## src/verilog/im2col_pkg.sv

```systemverilog
/*
 * Shared widths, register map, DMA channel offsets, loader states and the
 * descriptor type of the im2col peripheral controller. Imported by every RTL module.
 */
package im2col_pkg;

  localparam int unsigned REG_AW = 8;
  localparam int unsigned REG_DW = 32;
  localparam int unsigned DMA_AW = 32;
  localparam int unsigned DMA_DW = 32;

  localparam logic [DMA_AW-1:0] DMA_BASE    = 32'h0003_0000; // channel 0 window.
  localparam logic [DMA_AW-1:0] DMA_CH_SIZE = 32'h0000_0100;

  // byte offsets inside one channel window.
  localparam logic [7:0] DIM        = 8'h00;
  localparam logic [7:0] SLOT       = 8'h04;
  localparam logic [7:0] SRC_TYPE   = 8'h08;
  localparam logic [7:0] DST_TYPE   = 8'h0c;
  localparam logic [7:0] PAD_TOP    = 8'h10;
  localparam logic [7:0] PAD_BOTTOM = 8'h14;
  localparam logic [7:0] PAD_LEFT   = 8'h18;
  localparam logic [7:0] PAD_RIGHT  = 8'h1c;
  localparam logic [7:0] SRC_PTR    = 8'h20;
  localparam logic [7:0] DST_PTR    = 8'h24;
  localparam logic [7:0] SRC_INC_D1 = 8'h28;
  localparam logic [7:0] SRC_INC_D2 = 8'h2c;
  localparam logic [7:0] DST_INC_D1 = 8'h30;
  localparam logic [7:0] DST_INC_D2 = 8'h34;
  localparam logic [7:0] SIZE_D2    = 8'h38;
  localparam logic [7:0] SIZE_D1    = 8'h3c;

  // software register map.
  localparam logic [REG_AW-1:0] REG_START        = 8'h00;
  localparam logic [REG_AW-1:0] REG_END          = 8'h04;
  localparam logic [REG_AW-1:0] REG_CFG          = 8'h08; // {tx_slot, rx_slot, log_stride, dtype}.
  localparam logic [REG_AW-1:0] REG_CH_MASK      = 8'h0c;
  localparam logic [REG_AW-1:0] REG_INT_EN       = 8'h10;
  localparam logic [REG_AW-1:0] REG_STATUS       = 8'h14; // {fifo_empty, overflow, ready}.
  localparam logic [REG_AW-1:0] REG_IFR          = 8'h18;
  localparam logic [REG_AW-1:0] REG_DESC_PAD     = 8'h1c; // {top, bottom, left, right}.
  localparam logic [REG_AW-1:0] REG_DESC_IN_PTR  = 8'h20;
  localparam logic [REG_AW-1:0] REG_DESC_OUT_PTR = 8'h24;
  localparam logic [REG_AW-1:0] REG_DESC_INC     = 8'h28;
  localparam logic [REG_AW-1:0] REG_DESC_SIZE    = 8'h2c; // {size_d2, size_d1}.
  localparam logic [REG_AW-1:0] REG_DESC_PUSH    = 8'h30;

  typedef struct packed {
    logic [7:0]  pad_top;
    logic [7:0]  pad_bottom;
    logic [7:0]  pad_left;
    logic [7:0]  pad_right;
    logic [31:0] in_ptr;
    logic [31:0] out_ptr;
    logic [22:0] in_inc_d2; // in elements.
    logic [15:0] size_d2;
    logic [15:0] size_d1;
  } desc_t;

  // write states follow the channel offset order, so the loader steps by one.
  typedef enum logic [4:0] {
    LD_IDLE, LD_DIM, LD_SLOT, LD_SRC_TYPE, LD_DST_TYPE,
    LD_PAD_TOP, LD_PAD_BOTTOM, LD_PAD_LEFT, LD_PAD_RIGHT,
    LD_SRC_PTR, LD_DST_PTR, LD_SRC_INC_D1, LD_SRC_INC_D2,
    LD_DST_INC_D1, LD_DST_INC_D2, LD_SIZE_D2, LD_SIZE_D1, LD_DONE
  } load_state_e;

endpackage

```

## src/verilog/im2col_spc_regs.sv

```systemverilog
/*
 * Software register block. Holds the configuration, stages descriptor fields,
 * pushes them into the FIFO and forms the done pulse, status and interrupt flag.
 */
module im2col_spc_regs import im2col_pkg::*; #(
  parameter int unsigned NUM_CH = 4
) (
  input  logic              clk_i,
  input  logic              rst_ni,
  input  logic              reg_we_i,
  input  logic              reg_re_i,
  input  logic [REG_AW-1:0] reg_addr_i,
  input  logic [REG_DW-1:0] reg_wdata_i,
  output logic [REG_DW-1:0] reg_rdata_o,
  input  logic              fifo_full_i,
  input  logic              fifo_empty_i,
  input  logic              loader_idle_i,
  input  logic              all_idle_i,
  output logic              push_o,
  output desc_t             desc_o,
  output logic              start_o,
  output logic [1:0]        data_type_o,
  output logic [3:0]        log_stride_o,
  output logic [7:0]        rx_slot_o,
  output logic [7:0]        tx_slot_o,
  output logic [NUM_CH-1:0] ch_mask_o,
  output logic              intr_o
);

  logic  end_q, busy_q, ovf_q, ifr_q, int_en_q;
  logic  push_req, ifr_rd, done;
  desc_t stage_q;

  assign start_o  = reg_we_i && (reg_addr_i == REG_START);
  assign push_req = reg_we_i && (reg_addr_i == REG_DESC_PUSH);
  assign push_o   = push_req && !fifo_full_i; // a push into a full FIFO is dropped.
  assign ifr_rd   = reg_re_i && (reg_addr_i == REG_IFR);
  assign desc_o   = stage_q;
  assign intr_o   = ifr_q;

  // everything drained after the end flag.
  assign done = end_q && fifo_empty_i && loader_idle_i && all_idle_i;

  always_ff @(posedge clk_i or negedge rst_ni) begin
    if (!rst_ni) begin
      end_q        <= 1'b0;
      busy_q       <= 1'b0;
      ovf_q        <= 1'b0;
      ifr_q        <= 1'b0;
      int_en_q     <= 1'b0;
      data_type_o  <= '0;
      log_stride_o <= '0;
      rx_slot_o    <= '0;
      tx_slot_o    <= '0;
      ch_mask_o    <= '0;
    end else begin
      if (done) begin
        end_q  <= 1'b0;
        busy_q <= 1'b0; // back to ready.
      end else begin
        if (reg_we_i && reg_addr_i == REG_END) end_q <= 1'b1;
        if (start_o) busy_q <= 1'b1;
      end
      if (start_o) ovf_q <= 1'b0;
      else if (push_req && fifo_full_i) ovf_q <= 1'b1;
      if (done && int_en_q) ifr_q <= 1'b1;
      else if (ifr_rd) ifr_q <= 1'b0;
      if (reg_we_i && reg_addr_i == REG_INT_EN) int_en_q <= reg_wdata_i[0];
      if (reg_we_i && reg_addr_i == REG_CH_MASK) ch_mask_o <= reg_wdata_i[NUM_CH-1:0];
      if (reg_we_i && reg_addr_i == REG_CFG) begin
        data_type_o  <= reg_wdata_i[1:0];
        log_stride_o <= reg_wdata_i[5:2];
        rx_slot_o    <= reg_wdata_i[13:6];
        tx_slot_o    <= reg_wdata_i[21:14];
      end
    end
  end

  // descriptor staging.
  always_ff @(posedge clk_i) begin
    if (reg_we_i) begin
      case (reg_addr_i)
        REG_DESC_PAD: begin
          stage_q.pad_top    <= reg_wdata_i[31:24];
          stage_q.pad_bottom <= reg_wdata_i[23:16];
          stage_q.pad_left   <= reg_wdata_i[15:8];
          stage_q.pad_right  <= reg_wdata_i[7:0];
        end
        REG_DESC_IN_PTR:  stage_q.in_ptr    <= reg_wdata_i;
        REG_DESC_OUT_PTR: stage_q.out_ptr   <= reg_wdata_i;
        REG_DESC_INC:     stage_q.in_inc_d2 <= reg_wdata_i[22:0];
        REG_DESC_SIZE: begin
          stage_q.size_d2 <= reg_wdata_i[31:16];
          stage_q.size_d1 <= reg_wdata_i[15:0];
        end
        default: ;
      endcase
    end
  end

  always_comb begin
    reg_rdata_o = '0;
    if (reg_re_i) begin
      case (reg_addr_i)
        REG_END:     reg_rdata_o = {31'h0, end_q};
        REG_CFG:     reg_rdata_o = {10'h0, tx_slot_o, rx_slot_o, log_stride_o, data_type_o};
        REG_CH_MASK: reg_rdata_o = {{(REG_DW-NUM_CH){1'b0}}, ch_mask_o};
        REG_INT_EN:  reg_rdata_o = {31'h0, int_en_q};
        REG_STATUS:  reg_rdata_o = {29'h0, fifo_empty_i, ovf_q, !busy_q};
        REG_IFR:     reg_rdata_o = {31'h0, ifr_q};
        default:     reg_rdata_o = '0;
      endcase
    end
  end

  // an accepted push always leaves a descriptor in the FIFO.
  a_push_lands: assert property (@(posedge clk_i) disable iff (!rst_ni)
    push_o |=> !fifo_empty_i);

endmodule

```

## src/verilog/im2col_desc_fifo.sv

```systemverilog
/*
 * Fall-through descriptor FIFO. The head entry is visible on desc_o while the
 * FIFO is not empty, and a pop moves to the next one.
 */
module im2col_desc_fifo import im2col_pkg::*; #(
  parameter int unsigned FIFO_DEPTH = 8
) (
  input  logic  clk_i,
  input  logic  rst_ni,
  input  logic  push_i,
  input  desc_t desc_i,
  input  logic  pop_i,
  output desc_t desc_o,
  output logic  full_o,
  output logic  empty_o
);

  localparam int unsigned PTR_W = (FIFO_DEPTH > 1) ? $clog2(FIFO_DEPTH) : 1;
  localparam int unsigned CNT_W = $clog2(FIFO_DEPTH + 1);

  desc_t            mem_q [FIFO_DEPTH];
  logic [PTR_W-1:0] wr_ptr_q, rd_ptr_q;
  logic [CNT_W-1:0] usage_q;
  logic             do_push, do_pop;

  assign full_o  = (usage_q == CNT_W'(FIFO_DEPTH));
  assign empty_o = (usage_q == '0);
  assign do_push = push_i && !full_o;
  assign do_pop  = pop_i && !empty_o;
  assign desc_o  = mem_q[rd_ptr_q];

  always_ff @(posedge clk_i or negedge rst_ni) begin
    if (!rst_ni) begin
      wr_ptr_q <= '0;
      rd_ptr_q <= '0;
      usage_q  <= '0;
    end else begin
      if (do_push) wr_ptr_q <= (wr_ptr_q == PTR_W'(FIFO_DEPTH - 1)) ? '0 : wr_ptr_q + 1'b1;
      if (do_pop)  rd_ptr_q <= (rd_ptr_q == PTR_W'(FIFO_DEPTH - 1)) ? '0 : rd_ptr_q + 1'b1;
      if (do_push && !do_pop) usage_q <= usage_q + 1'b1;
      else if (do_pop && !do_push) usage_q <= usage_q - 1'b1;
    end
  end

  always_ff @(posedge clk_i) begin
    if (do_push) mem_q[wr_ptr_q] <= desc_i;
  end

  a_no_pop_empty: assert property (@(posedge clk_i) disable iff (!rst_ni) !(pop_i && empty_o));
  a_no_push_full: assert property (@(posedge clk_i) disable iff (!rst_ni) !(push_i && full_o));

endmodule

```

## src/verilog/im2col_ch_tracker.sv

```systemverilog
/*
 * DMA channel tracker. Keeps a busy bit and a programmed bit per channel and
 * offers the lowest enabled channel that is not busy.
 */
module im2col_ch_tracker #(
  parameter int unsigned NUM_CH = 4,
  localparam int unsigned CHW   = (NUM_CH > 1) ? $clog2(NUM_CH) : 1
) (
  input  logic              clk_i,
  input  logic              rst_ni,
  input  logic              start_i,
  input  logic              claim_i,
  input  logic [NUM_CH-1:0] ch_mask_i,
  input  logic [NUM_CH-1:0] dma_done_i,
  output logic [CHW-1:0]    free_ch_o,
  output logic              first_write_o,
  output logic              ch_full_o,
  output logic              all_idle_o
);

  logic [NUM_CH-1:0] busy_q;
  logic [NUM_CH-1:0] first_q; // set once the static registers of a channel are written.
  logic [NUM_CH-1:0] avail;

  assign avail = ch_mask_i & ~busy_q;

  // scanning downwards leaves the lowest available channel.
  always_comb begin
    free_ch_o = '0;
    for (int i = NUM_CH - 1; i >= 0; i--) begin
      if (avail[i]) free_ch_o = CHW'(i);
    end
  end

  assign ch_full_o     = (avail == '0);
  assign first_write_o = first_q[free_ch_o];
  assign all_idle_o    = (busy_q == '0);

  always_ff @(posedge clk_i or negedge rst_ni) begin
    if (!rst_ni) begin
      busy_q  <= '0;
      first_q <= '0;
    end else if (start_i) begin
      busy_q  <= '0;
      first_q <= '0;
    end else begin
      busy_q <= busy_q & ~dma_done_i;
      if (claim_i) begin
        busy_q[free_ch_o]  <= 1'b1;
        first_q[free_ch_o] <= 1'b1;
      end
    end
  end

  a_no_claim_full: assert property (@(posedge clk_i) disable iff (!rst_ni)
    !(claim_i && ch_full_o));

endmodule

```

## src/verilog/im2col_dma_loader.sv

```systemverilog
/*
 * DMA loader FSM. Claims a free channel for the FIFO head and programs it with a
 * fixed sequence of register writes, skipping the static ones on later uses.
 */
module im2col_dma_loader import im2col_pkg::*; #(
  parameter int unsigned NUM_CH = 4,
  localparam int unsigned CHW   = (NUM_CH > 1) ? $clog2(NUM_CH) : 1
) (
  input  logic              clk_i,
  input  logic              rst_ni,
  input  desc_t             desc_i,
  input  logic              fifo_empty_i,
  output logic              pop_o,
  input  logic [CHW-1:0]    free_ch_i,
  input  logic              first_write_i,
  input  logic              ch_full_i,
  output logic              claim_o,
  input  logic [1:0]        data_type_i,
  input  logic [3:0]        log_stride_i,
  input  logic [7:0]        rx_slot_i,
  input  logic [7:0]        tx_slot_i,
  output logic              dma_wr_o,
  output logic [DMA_AW-1:0] dma_addr_o,
  output logic [DMA_DW-1:0] dma_wdata_o,
  input  logic              dma_ack_i,
  output logic              idle_o
);

  load_state_e    state_q, state_d;
  logic [CHW-1:0] ch_q;
  logic           gap_q; // one idle cycle after each acked write.
  logic [7:0]     offset;
  logic [1:0]     shamt;
  logic           in_write;

  assign idle_o   = (state_q == LD_IDLE);
  assign pop_o    = (state_q == LD_DONE);
  assign claim_o  = idle_o && !fifo_empty_i && !ch_full_i;
  assign in_write = !idle_o && !pop_o;
  assign dma_wr_o = in_write && !gap_q;
  assign shamt    = 2'd2 - data_type_i; // bytes per element as a shift.

  always_comb begin
    state_d = state_q;
    case (state_q)
      LD_IDLE: if (claim_o) state_d = first_write_i ? LD_PAD_TOP : LD_DIM;
      LD_DONE: state_d = LD_IDLE;
      default: if (dma_wr_o && dma_ack_i) state_d = load_state_e'(state_q + 5'd1);
    endcase
  end

  always_ff @(posedge clk_i or negedge rst_ni) begin
    if (!rst_ni) begin
      state_q <= LD_IDLE;
      ch_q    <= '0;
      gap_q   <= 1'b0;
    end else begin
      state_q <= state_d;
      gap_q   <= dma_wr_o && dma_ack_i;
      if (claim_o) ch_q <= free_ch_i; // channel held for the whole sequence.
    end
  end

  always_comb begin
    offset      = DIM;
    dma_wdata_o = '0;
    case (state_q)
      LD_DIM:        dma_wdata_o = 32'd1;
      LD_SLOT:       begin offset = SLOT;       dma_wdata_o = {16'h0, tx_slot_i, rx_slot_i}; end
      LD_SRC_TYPE:   begin offset = SRC_TYPE;   dma_wdata_o = {30'h0, data_type_i}; end
      LD_DST_TYPE:   begin offset = DST_TYPE;   dma_wdata_o = {30'h0, data_type_i}; end
      LD_PAD_TOP:    begin offset = PAD_TOP;    dma_wdata_o = {24'h0, desc_i.pad_top}; end
      LD_PAD_BOTTOM: begin offset = PAD_BOTTOM; dma_wdata_o = {24'h0, desc_i.pad_bottom}; end
      LD_PAD_LEFT:   begin offset = PAD_LEFT;   dma_wdata_o = {24'h0, desc_i.pad_left}; end
      LD_PAD_RIGHT:  begin offset = PAD_RIGHT;  dma_wdata_o = {24'h0, desc_i.pad_right}; end
      LD_SRC_PTR:    begin offset = SRC_PTR;    dma_wdata_o = desc_i.in_ptr; end
      LD_DST_PTR:    begin offset = DST_PTR;    dma_wdata_o = desc_i.out_ptr; end
      LD_SRC_INC_D1: begin
        offset      = SRC_INC_D1;
        dma_wdata_o = ((32'd1 << log_stride_i) << shamt) & 32'h0000_003f;
      end
      LD_SRC_INC_D2: begin
        offset      = SRC_INC_D2;
        dma_wdata_o = ({9'h0, desc_i.in_inc_d2} << shamt) & 32'h007f_ffff;
      end
      LD_DST_INC_D1: begin offset = DST_INC_D1; dma_wdata_o = 32'd4 >> data_type_i; end
      LD_DST_INC_D2: begin offset = DST_INC_D2; dma_wdata_o = 32'd4 >> data_type_i; end
      LD_SIZE_D2:    begin offset = SIZE_D2;    dma_wdata_o = {16'h0, desc_i.size_d2}; end
      LD_SIZE_D1:    begin offset = SIZE_D1;    dma_wdata_o = {16'h0, desc_i.size_d1}; end
      default: ;
    endcase
  end

  assign dma_addr_o = DMA_BASE + DMA_AW'(ch_q) * DMA_CH_SIZE + DMA_AW'(offset);

  // the request is a level, held with its address and data until acked.
  a_wr_stable: assert property (@(posedge clk_i) disable iff (!rst_ni)
    dma_wr_o && !dma_ack_i |=> dma_wr_o && $stable(dma_addr_o) && $stable(dma_wdata_o));

endmodule

```

## src/verilog/im2col_spc_top.sv

```systemverilog
/*
 * Top level of the im2col peripheral controller. Software stages descriptors on
 * the register port and the loader programs free DMA channels through the write port.
 */
module im2col_spc_top import im2col_pkg::*; #(
  parameter int unsigned NUM_CH     = 4,
  parameter int unsigned FIFO_DEPTH = 8
) (
  input  logic              clk_i,
  input  logic              rst_ni,
  input  logic              reg_we_i,
  input  logic              reg_re_i,
  input  logic [REG_AW-1:0] reg_addr_i,
  input  logic [REG_DW-1:0] reg_wdata_i,
  output logic [REG_DW-1:0] reg_rdata_o,
  output logic              dma_wr_o,
  output logic [DMA_AW-1:0] dma_addr_o,
  output logic [DMA_DW-1:0] dma_wdata_o,
  input  logic              dma_ack_i,
  input  logic [NUM_CH-1:0] dma_done_i,
  output logic              intr_o
);

  localparam int unsigned CHW = (NUM_CH > 1) ? $clog2(NUM_CH) : 1;

  logic            fifo_push, fifo_pop, fifo_full, fifo_empty;
  desc_t           push_desc, head_desc;
  logic            start, all_idle, loader_idle, claim, ch_full, first_write;
  logic [CHW-1:0]  free_ch;
  logic [NUM_CH-1:0] ch_mask;
  logic [1:0]      data_type;
  logic [3:0]      log_stride;
  logic [7:0]      rx_slot, tx_slot;

  im2col_spc_regs #(.NUM_CH(NUM_CH)) i_regs (
    .clk_i, .rst_ni, .reg_we_i, .reg_re_i, .reg_addr_i, .reg_wdata_i, .reg_rdata_o,
    .fifo_full_i(fifo_full), .fifo_empty_i(fifo_empty),
    .loader_idle_i(loader_idle), .all_idle_i(all_idle),
    .push_o(fifo_push), .desc_o(push_desc), .start_o(start),
    .data_type_o(data_type), .log_stride_o(log_stride),
    .rx_slot_o(rx_slot), .tx_slot_o(tx_slot), .ch_mask_o(ch_mask), .intr_o
  );

  im2col_desc_fifo #(.FIFO_DEPTH(FIFO_DEPTH)) i_fifo (
    .clk_i, .rst_ni, .push_i(fifo_push), .desc_i(push_desc), .pop_i(fifo_pop),
    .desc_o(head_desc), .full_o(fifo_full), .empty_o(fifo_empty)
  );

  im2col_ch_tracker #(.NUM_CH(NUM_CH)) i_tracker (
    .clk_i, .rst_ni, .start_i(start), .claim_i(claim), .ch_mask_i(ch_mask), .dma_done_i,
    .free_ch_o(free_ch), .first_write_o(first_write), .ch_full_o(ch_full),
    .all_idle_o(all_idle)
  );

  im2col_dma_loader #(.NUM_CH(NUM_CH)) i_loader (
    .clk_i, .rst_ni, .desc_i(head_desc), .fifo_empty_i(fifo_empty), .pop_o(fifo_pop),
    .free_ch_i(free_ch), .first_write_i(first_write), .ch_full_i(ch_full), .claim_o(claim),
    .data_type_i(data_type), .log_stride_i(log_stride),
    .rx_slot_i(rx_slot), .tx_slot_i(tx_slot),
    .dma_wr_o, .dma_addr_o, .dma_wdata_o, .dma_ack_i, .idle_o(loader_idle)
  );

endmodule

```

## config.mk

```make
export PLATFORM = sky130hd
export DESIGN_NAME = im2col_spc_top
export DESIGN_NICKNAME = d
export VERILOG_FILES = /design/src/verilog/im2col_pkg.sv /design/src/verilog/im2col_spc_regs.sv /design/src/verilog/im2col_desc_fifo.sv /design/src/verilog/im2col_ch_tracker.sv /design/src/verilog/im2col_dma_loader.sv /design/src/verilog/im2col_spc_top.sv
export SDC_FILE = /design/constraint.sdc
export NUM_CORES = 1
export LEC_CHECK = 0
export ABC_CLOCK_PERIOD_IN_PS = 52200
export BUFFER_PORTS_ARGS = -buffer_cell sky130_fd_sc_hd__clkbuf_2
export CORE_MARGIN = 10
export CORE_UTILIZATION = 53
export CTS_CLUSTER_DIAMETER = 60
export DETAILED_ROUTE_END_ITERATION = 10
export PLACE_DENSITY = 0.74
export SLEW_MARGIN = 25
export SYNTH_ARGS = -nofsm -noshare
export SYNTH_HDL_FRONTEND = slang
export SYNTH_SLANG_ARGS = --single-unit
```

## constraint.sdc

```tcl
create_clock -name clk_i -period 52.2 [get_ports clk_i]
set_input_delay 10.44 -clock clk_i [delete_from_list [all_inputs] [get_ports clk_i]]
set_output_delay 10.44 -clock clk_i [all_outputs]
set_load 0.01 [all_outputs]
```

Yosys cells after proc, flatten, opt, wreduce, memory -nomap -nowiden
Memories as Yosys holds them, arrays and structs flattened.
Index checks and enable logic that the tools add are counted.
{ "op_classes": {"n_addsub": 8, "n_lt_le_gt_ge": 2, "n_eq_ne": 33, "n_shift": 4, "muxes": 34, "bitwise_logic": 6, "n_reduce_logical": 52} }
{ "op_table": {"columns": ["operator", "n"], "rows": [
  ["$pmux 32 s14", 1],
  ["$pmux 22 s6", 1],
  ["$pmux 6 s15", 1],
  ["$eq 5x4->1 const B", 8],
  ["$eq 8x6->1 const B", 5],
  ["$add 32x6->32", 1],
  ["$eq 8x5->1 const B", 4],
  ["$mux 32", 1],
  ["$shl 1x4->32 const A", 1],
  ["$shl 32x2->6", 1],
  ["$shr 3x2->32 const A", 1],
  ["$mux 4", 6],
  ["$logic_and 1x1->1", 23],
  ["$shl 23x2->23", 1],
  ["$eq 5x3->1 const B", 4],
  ["$add 18x10->19 const A", 1],
  ["$eq 8x4->1 const B", 2],
  ["$logic_not 4->1", 3],
  ["$mux 1", 12],
  ["$reduce_and 2->1", 6],
  ["$reduce_bool 2->1", 6],
  ["$eq 5x2->1 const B", 2],
  ["$eq 5x5->1 const B", 2],
  ["$mux 5", 2],
  ["25 further kinds", 44]
]} }
{ "totals": {"ff_bits": 208, "mem_bits_rw": 1208, "inputBits": 49, "output_inout_bits": 98, "memories": 1} }
{ "memory_table": {"columns": ["name", "depth", "word_bits", "rd", "rd_clocked_by_memory_dff", "wr", "line", "source"], "rows": [
  ["i_fifo.mem_q", 8, 151, 1, 0, 1, "im2col_desc_fifo.sv:21", "desc_t mem_q [FIFO_DEPTH];"]
]} }

Depth between registers and ports, before layout
{ "logic_depth": {"ltp_word": 13, "depth_mapped": 14, "depth_no_buf": 13} }

Cells and area by module
Synthesis repeated with hierarchy kept, for this count alone.
{ "unflattened": {"cells_unflattened": 2510, "hier_area_um2": 55678.4} }
{ "modules_own_cells": {"columns": ["mod", "instances", "cells_each", "area_per_inst_um2"], "rows": [
  ["im2col_desc_fifo", 1, 1811, 46304.4],
  ["im2col_spc_regs", 1, 303, 6246.0],
  ["im2col_dma_loader", 1, 349, 2660.1],
  ["im2col_ch_tracker", 1, 47, 467.9]
]} }

Worst setup path before layout
No wires, ideal clock.
{ "synth_path": {"path_type": "input port to flip-flop", "startpoint": "input reg_addr_i[3]", "endpoint": "memory i_fifo.mem_q[2][0] (netlist name) (enable)", "setup_time_ns": 1.084, "arrival_time_ns": 26.806, "setup_slack_ns": 24.311, "cell_stages": 6, "path_cell_list": "clkbuf_1 nor4_1 nand2_1 nor2_1 nand3_1 nor4b_1"} }
{ "synth_via": {"elab_chain_len": 6} }
{ "synth_lines": {"columns": ["item", "line", "source"], "rows": [
  ["start: declaration", "im2col_spc_top.sv:13", "input logic [REG_AW-1:0] reg_addr_i,"],
  ["$eq 8x6->1", "im2col_spc_regs.sv:35", "assign push_req = reg_we_i && (reg_addr_i == REG_DESC_PUSH);"],
  ["$logic_and 1x1->1", "im2col_spc_regs.sv:35", null],
  ["$logic_and 1x1->1", "im2col_spc_regs.sv:36", "assign push_o = push_req && !fifo_full_i;"],
  ["$logic_and 1x1->1", "im2col_desc_fifo.sv:28", "assign do_push = push_i && !full_o;"],
  ["$mux 1", "im2col_desc_fifo.sv:46", "if (do_push) mem_q[wr_ptr_q] <= desc_i;"],
  ["$mux 1 (not written as such)", "im2col_desc_fifo.sv:46", null],
  ["end: declaration", "im2col_desc_fifo.sv:21", null]
]} }
Every way passes these cells.

Worst setup path in the final report
{ "layout_path": {"startpoint": "input reg_addr_i[5]", "endpoint": "output reg_rdata_o[1]"} }
{ "layout_via": {"elab_chain_len": 3, "elab_cells_between_ends": 8, "classes_between": "6 x eq/ne; 2 x mux"} }
{ "layout_lines": {"columns": ["item", "line", "source"], "rows": [
  ["$eq 8x5->1, or another cell as far along", "im2col_spc_regs.sv:104", "case (reg_addr_i)"],
  ["$pmux 22 s6 (*)", "im2col_spc_regs.sv:104", null],
  ["$mux 32 (*)", "im2col_spc_regs.sv:103", "if (reg_re_i) begin"],
  ["end: declaration", "im2col_spc_top.sv:15", "output logic [REG_DW-1:0] reg_rdata_o,"]
]} }
Every way passes the cells marked *; elsewhere a longest branch is shown, timed or not.

==> summary.txt <==
Status: finished, final reports clean
Via count of the first global-routing pass: 28500
Highest fanout seen on the critical path: 7
Later-pin clock latency in the skew report: 740 ps
Maximum vdd drop: 0.0318 mV
Power per cell area: 43.2 nW/um^2
Number of nets still failing antenna checks after routing: 0
Multiplexer area fraction after synthesis: 15.0%
Top-level port count: 147
Mean Syn Cell Area: 21.2 sq um
Post-layout minimum cycle time: 22680 ps
Cell row count: 117
Global placer's final weighted congestion: 0.927
Maximum achievable frequency: 0.0441 GHz
Final Hold Fails: 0
Reported max-cap violation count: 0
Top library cells by usage in the layout, fill and taps aside: 1359 x sky130_fd_sc_hd__edfxtp_1, 299 x sky130_fd_sc_hd__mux4_2, 140 x sky130_fd_sc_hd__clkbuf_16
Die Span X: 342 um
Net count, final: 2822
Clock sink count: 1416
GRT Util Overall: 22.9%
Number of standard cells after synthesis: 2587
Leading cell type in the layout, fill and taps excluded: sky130_fd_sc_hd__edfxtp_1
Count of H-tree levels built during CTS: 4
Final global-route overflow total: 0
Setup TNS: 0 ps
Clock edge transition at the registers on the reported setup and hold paths: 60 ps
Global-route wire length before repair: 195000 um
Number of gates given a new drive strength after cts: 0
Post-Route Utilization: 59.7%
Sequential share of power: 47.8%
PnR Total Power: 2640 uW
Proportion of power drawn by combinational gates: 17.2%
Total setup buffers inserted after CTS: 0
Port Buffers: 110
Hold bufs inserted after CTS: 0
Share of synthesized cell area in full adder, half adder and majority cells: 0.379%
Basic-gate share of the synthesized area counting and, or, nand and nor cells: 2.60%
Count of endpoints failing setup in the final report: 0
Post-Synth XOR/XNOR Area: 0.112%
Number of vias after detailed routing: 27500
Number of enable-type register cells in the synthesized netlist: 1359
Drc violations: 0
Die Y: 342 um
CTS max path bufs: 3
Share of the yosys chip area belonging to registers: 77.0%
Internal power consumption: 1960 uW
Maximum number of pins on one net before global-route repair: 137
Relative slew margins: 27.2%
Fraction of the mapped netlist area in compound gates: 2.97%
Detailed-route wire length: 133000 um
Net switching component of the power: 673 uW
Initial Util: 53.7%
Worst hold slack after final layout: 528 ps
Estimated wirelength of the detail-placed design: 75400 um
Clock root buffer: sky130_fd_sc_hd__clkbuf_16
Total iterations of the first detailed-routing run: 6
Cell Area, Synth: 54800 sq um
Clock tree from TritonCTS: done
CP Data Arrival Time: 12240 ps
Post-synth cell types: 69
Relative contribution of the clock network to total power: 35.0%
Placeable core area: 102000 sq um
Overall die area: 117000 sq um
Main flop type after synthesis: sky130_fd_sc_hd__edfxtp_1
Kind of critical path: input pin to output pin
Yosys warning count: 0
Static leakage: 0.0197 uW
Startpoint kind of the worst setup timing path: input pin
Actual slew at the worst max-slew pin: 1090 ps
Layout-stage area growth over the synthesis result: 11.3%
Sort of element at the end of the critical path: output pin
Fillcell total: 7103
Setup repair after global routing missed its margin: no
Switching part of the total: 25.5%
Ratio of cells with drive above 1 in the final layout: 24.8%
Final count of pins violating max slew: 0
Average via count per standard cell: 6.50
Fraction of registers with async set/reset: 4.03%
Worst min path class: flip-flop to flip-flop
Worst Skew: 28.5 ps
Initial antenna violation count: 13
Number of clock buffers inserted by TritonCTS: 135
Share of the cycle needed by the critical path after routing: 43.4%
Post-DR wirelength/cell: 31.5 um
Area of the multi-input gates: 11800 sq um
Dominant combinational cell family by area after synthesis: multiplexers
DRT iter0 DRCs: 3602
Area taken by flip-flops and latches: 42200 sq um
#FFs+latches synth: 1416
Required @ worst endpoint: 41760 ps
power by group through the flow:
stage	registers (uW)	logic, uW	clock network (uW)
floorplan	1260	339	0
global placement	1280	441	0
detailed placement	1280	451	0
CTS	1260	454	935
global route	1260	481	983
finish	1260	454	924
metal layers:
| metal | share of wire, % | vias to the layer above | GRT usage, % |
|---|---|---|---|
| met1 | 37 | 14300 | 31.1 |
| met5 | 0.035 | - | 0 |
| met4 | 3.5 | 6 | 8.16 |
| met2 | 47 | 1845 | 35.2 |
| met3 | 13 | 289 | 6.66 |
| li1 | - | 11100 | - |
synth_stat cells (all sizes together) (15+ instances only):
library cell  instances  area (sq um)
ha                   15           188
mux2                 46           518
a21oi                51           255
clkbuf               34           128
a221oi               20           188
nand3                18          90.1
mux2i                96           961
o22ai                22           138
buf                 132           866
and3                 24           150
edfxtp             1359         40800
dfrtp                57          1430
a22oi                32           240
inv                  15          56.3
nor2                 50           188
mux4                299          6730
o21ai                31           155
nand2               109           409
sequential cells by signal (all words and copies together) (netlist names), 2 cells and up:
register             count
i_tracker.busy_q         4
i_loader.state_q         5
i_regs.desc_o          151
i_regs.tx_slot_o         8
i_tracker.first_q        4
i_fifo.mem_q          1208
i_regs.rx_slot_o         8
i_fifo.wr_ptr_q          3
i_regs.ch_mask_o         4
i_regs.data_type_o       2
i_regs.log_stride_o      4
i_fifo.rd_ptr_q          3
i_loader.ch_q            2
i_fifo.usage_q           4
stage by stage:
step                      std cells  setup slack [ps]  instance area (sq um)
after CTS                      4229             29260                  61000
after global placement         3986             29460                  56800
final                          4235             29520                  61000
after global routing           4230             29330                  61000
after detailed placement       3987             29270                  56800
after floorplan                2621             24310                  55000
path summary, 6_finish.rpt:
kind,cells past startpoint,endpoint,startpoint,slack (ps)
worst min-delay path,2,i_tracker.first_q[2]$_DFFE_PN0P_,i_tracker.first_q[2]$_DFFE_PN0P_,530
worst max register to register,7,i_fifo.mem_q[6][18]$_DFFE_PP_,i_fifo.usage_q[0]$_DFFE_PN0P_,47400
worst max-delay path,7,reg_rdata_o[1],reg_addr_i[5],29520
worst min register to register,2,i_tracker.first_q[2]$_DFFE_PN0P_,i_tracker.first_q[2]$_DFFE_PN0P_,530
max in group asynchronous,2,i_fifo.rd_ptr_q[1]$_DFFE_PN0P_,rst_ni,41680
min in group asynchronous,2,i_regs.ovf_q$_DFFE_PN0P_,rst_ni,9910
cell families after synthesis:
kind of cell	after synthesis
flip-flops	1416
multiplexers	441
AND/OR/NAND/NOR	289
AO/OA/AOI/OAI	235
buffers and inverters	181
adder cells (fa/ha/maj)	16
XOR/XNOR	7
other	2
critical path: stages:
cell                        delay (ps)
sky130_fd_sc_hd__clkbuf_2          130
sky130_fd_sc_hd__nor4_1            760
sky130_fd_sc_hd__o21ai_0           210
sky130_fd_sc_hd__nand2_1           140
sky130_fd_sc_hd__o2111ai_1         180
sky130_fd_sc_hd__a21oi_1           210
sky130_fd_sc_hd__clkbuf_2          160
final cells by class:
class | instances | area share (%)
sequential | 1416 | 69.2
multi-input combinational | 1024 | 19.3
clock buffer | 190 | 6.11
tap | 1368 | 2.81
timing repair buffer | 165 | 1.73
clock inverter | 52 | 0.668
inverter | 15 | 0.0964
antenna | 5 | 0.0205
(Power assumes the default switching activity.)
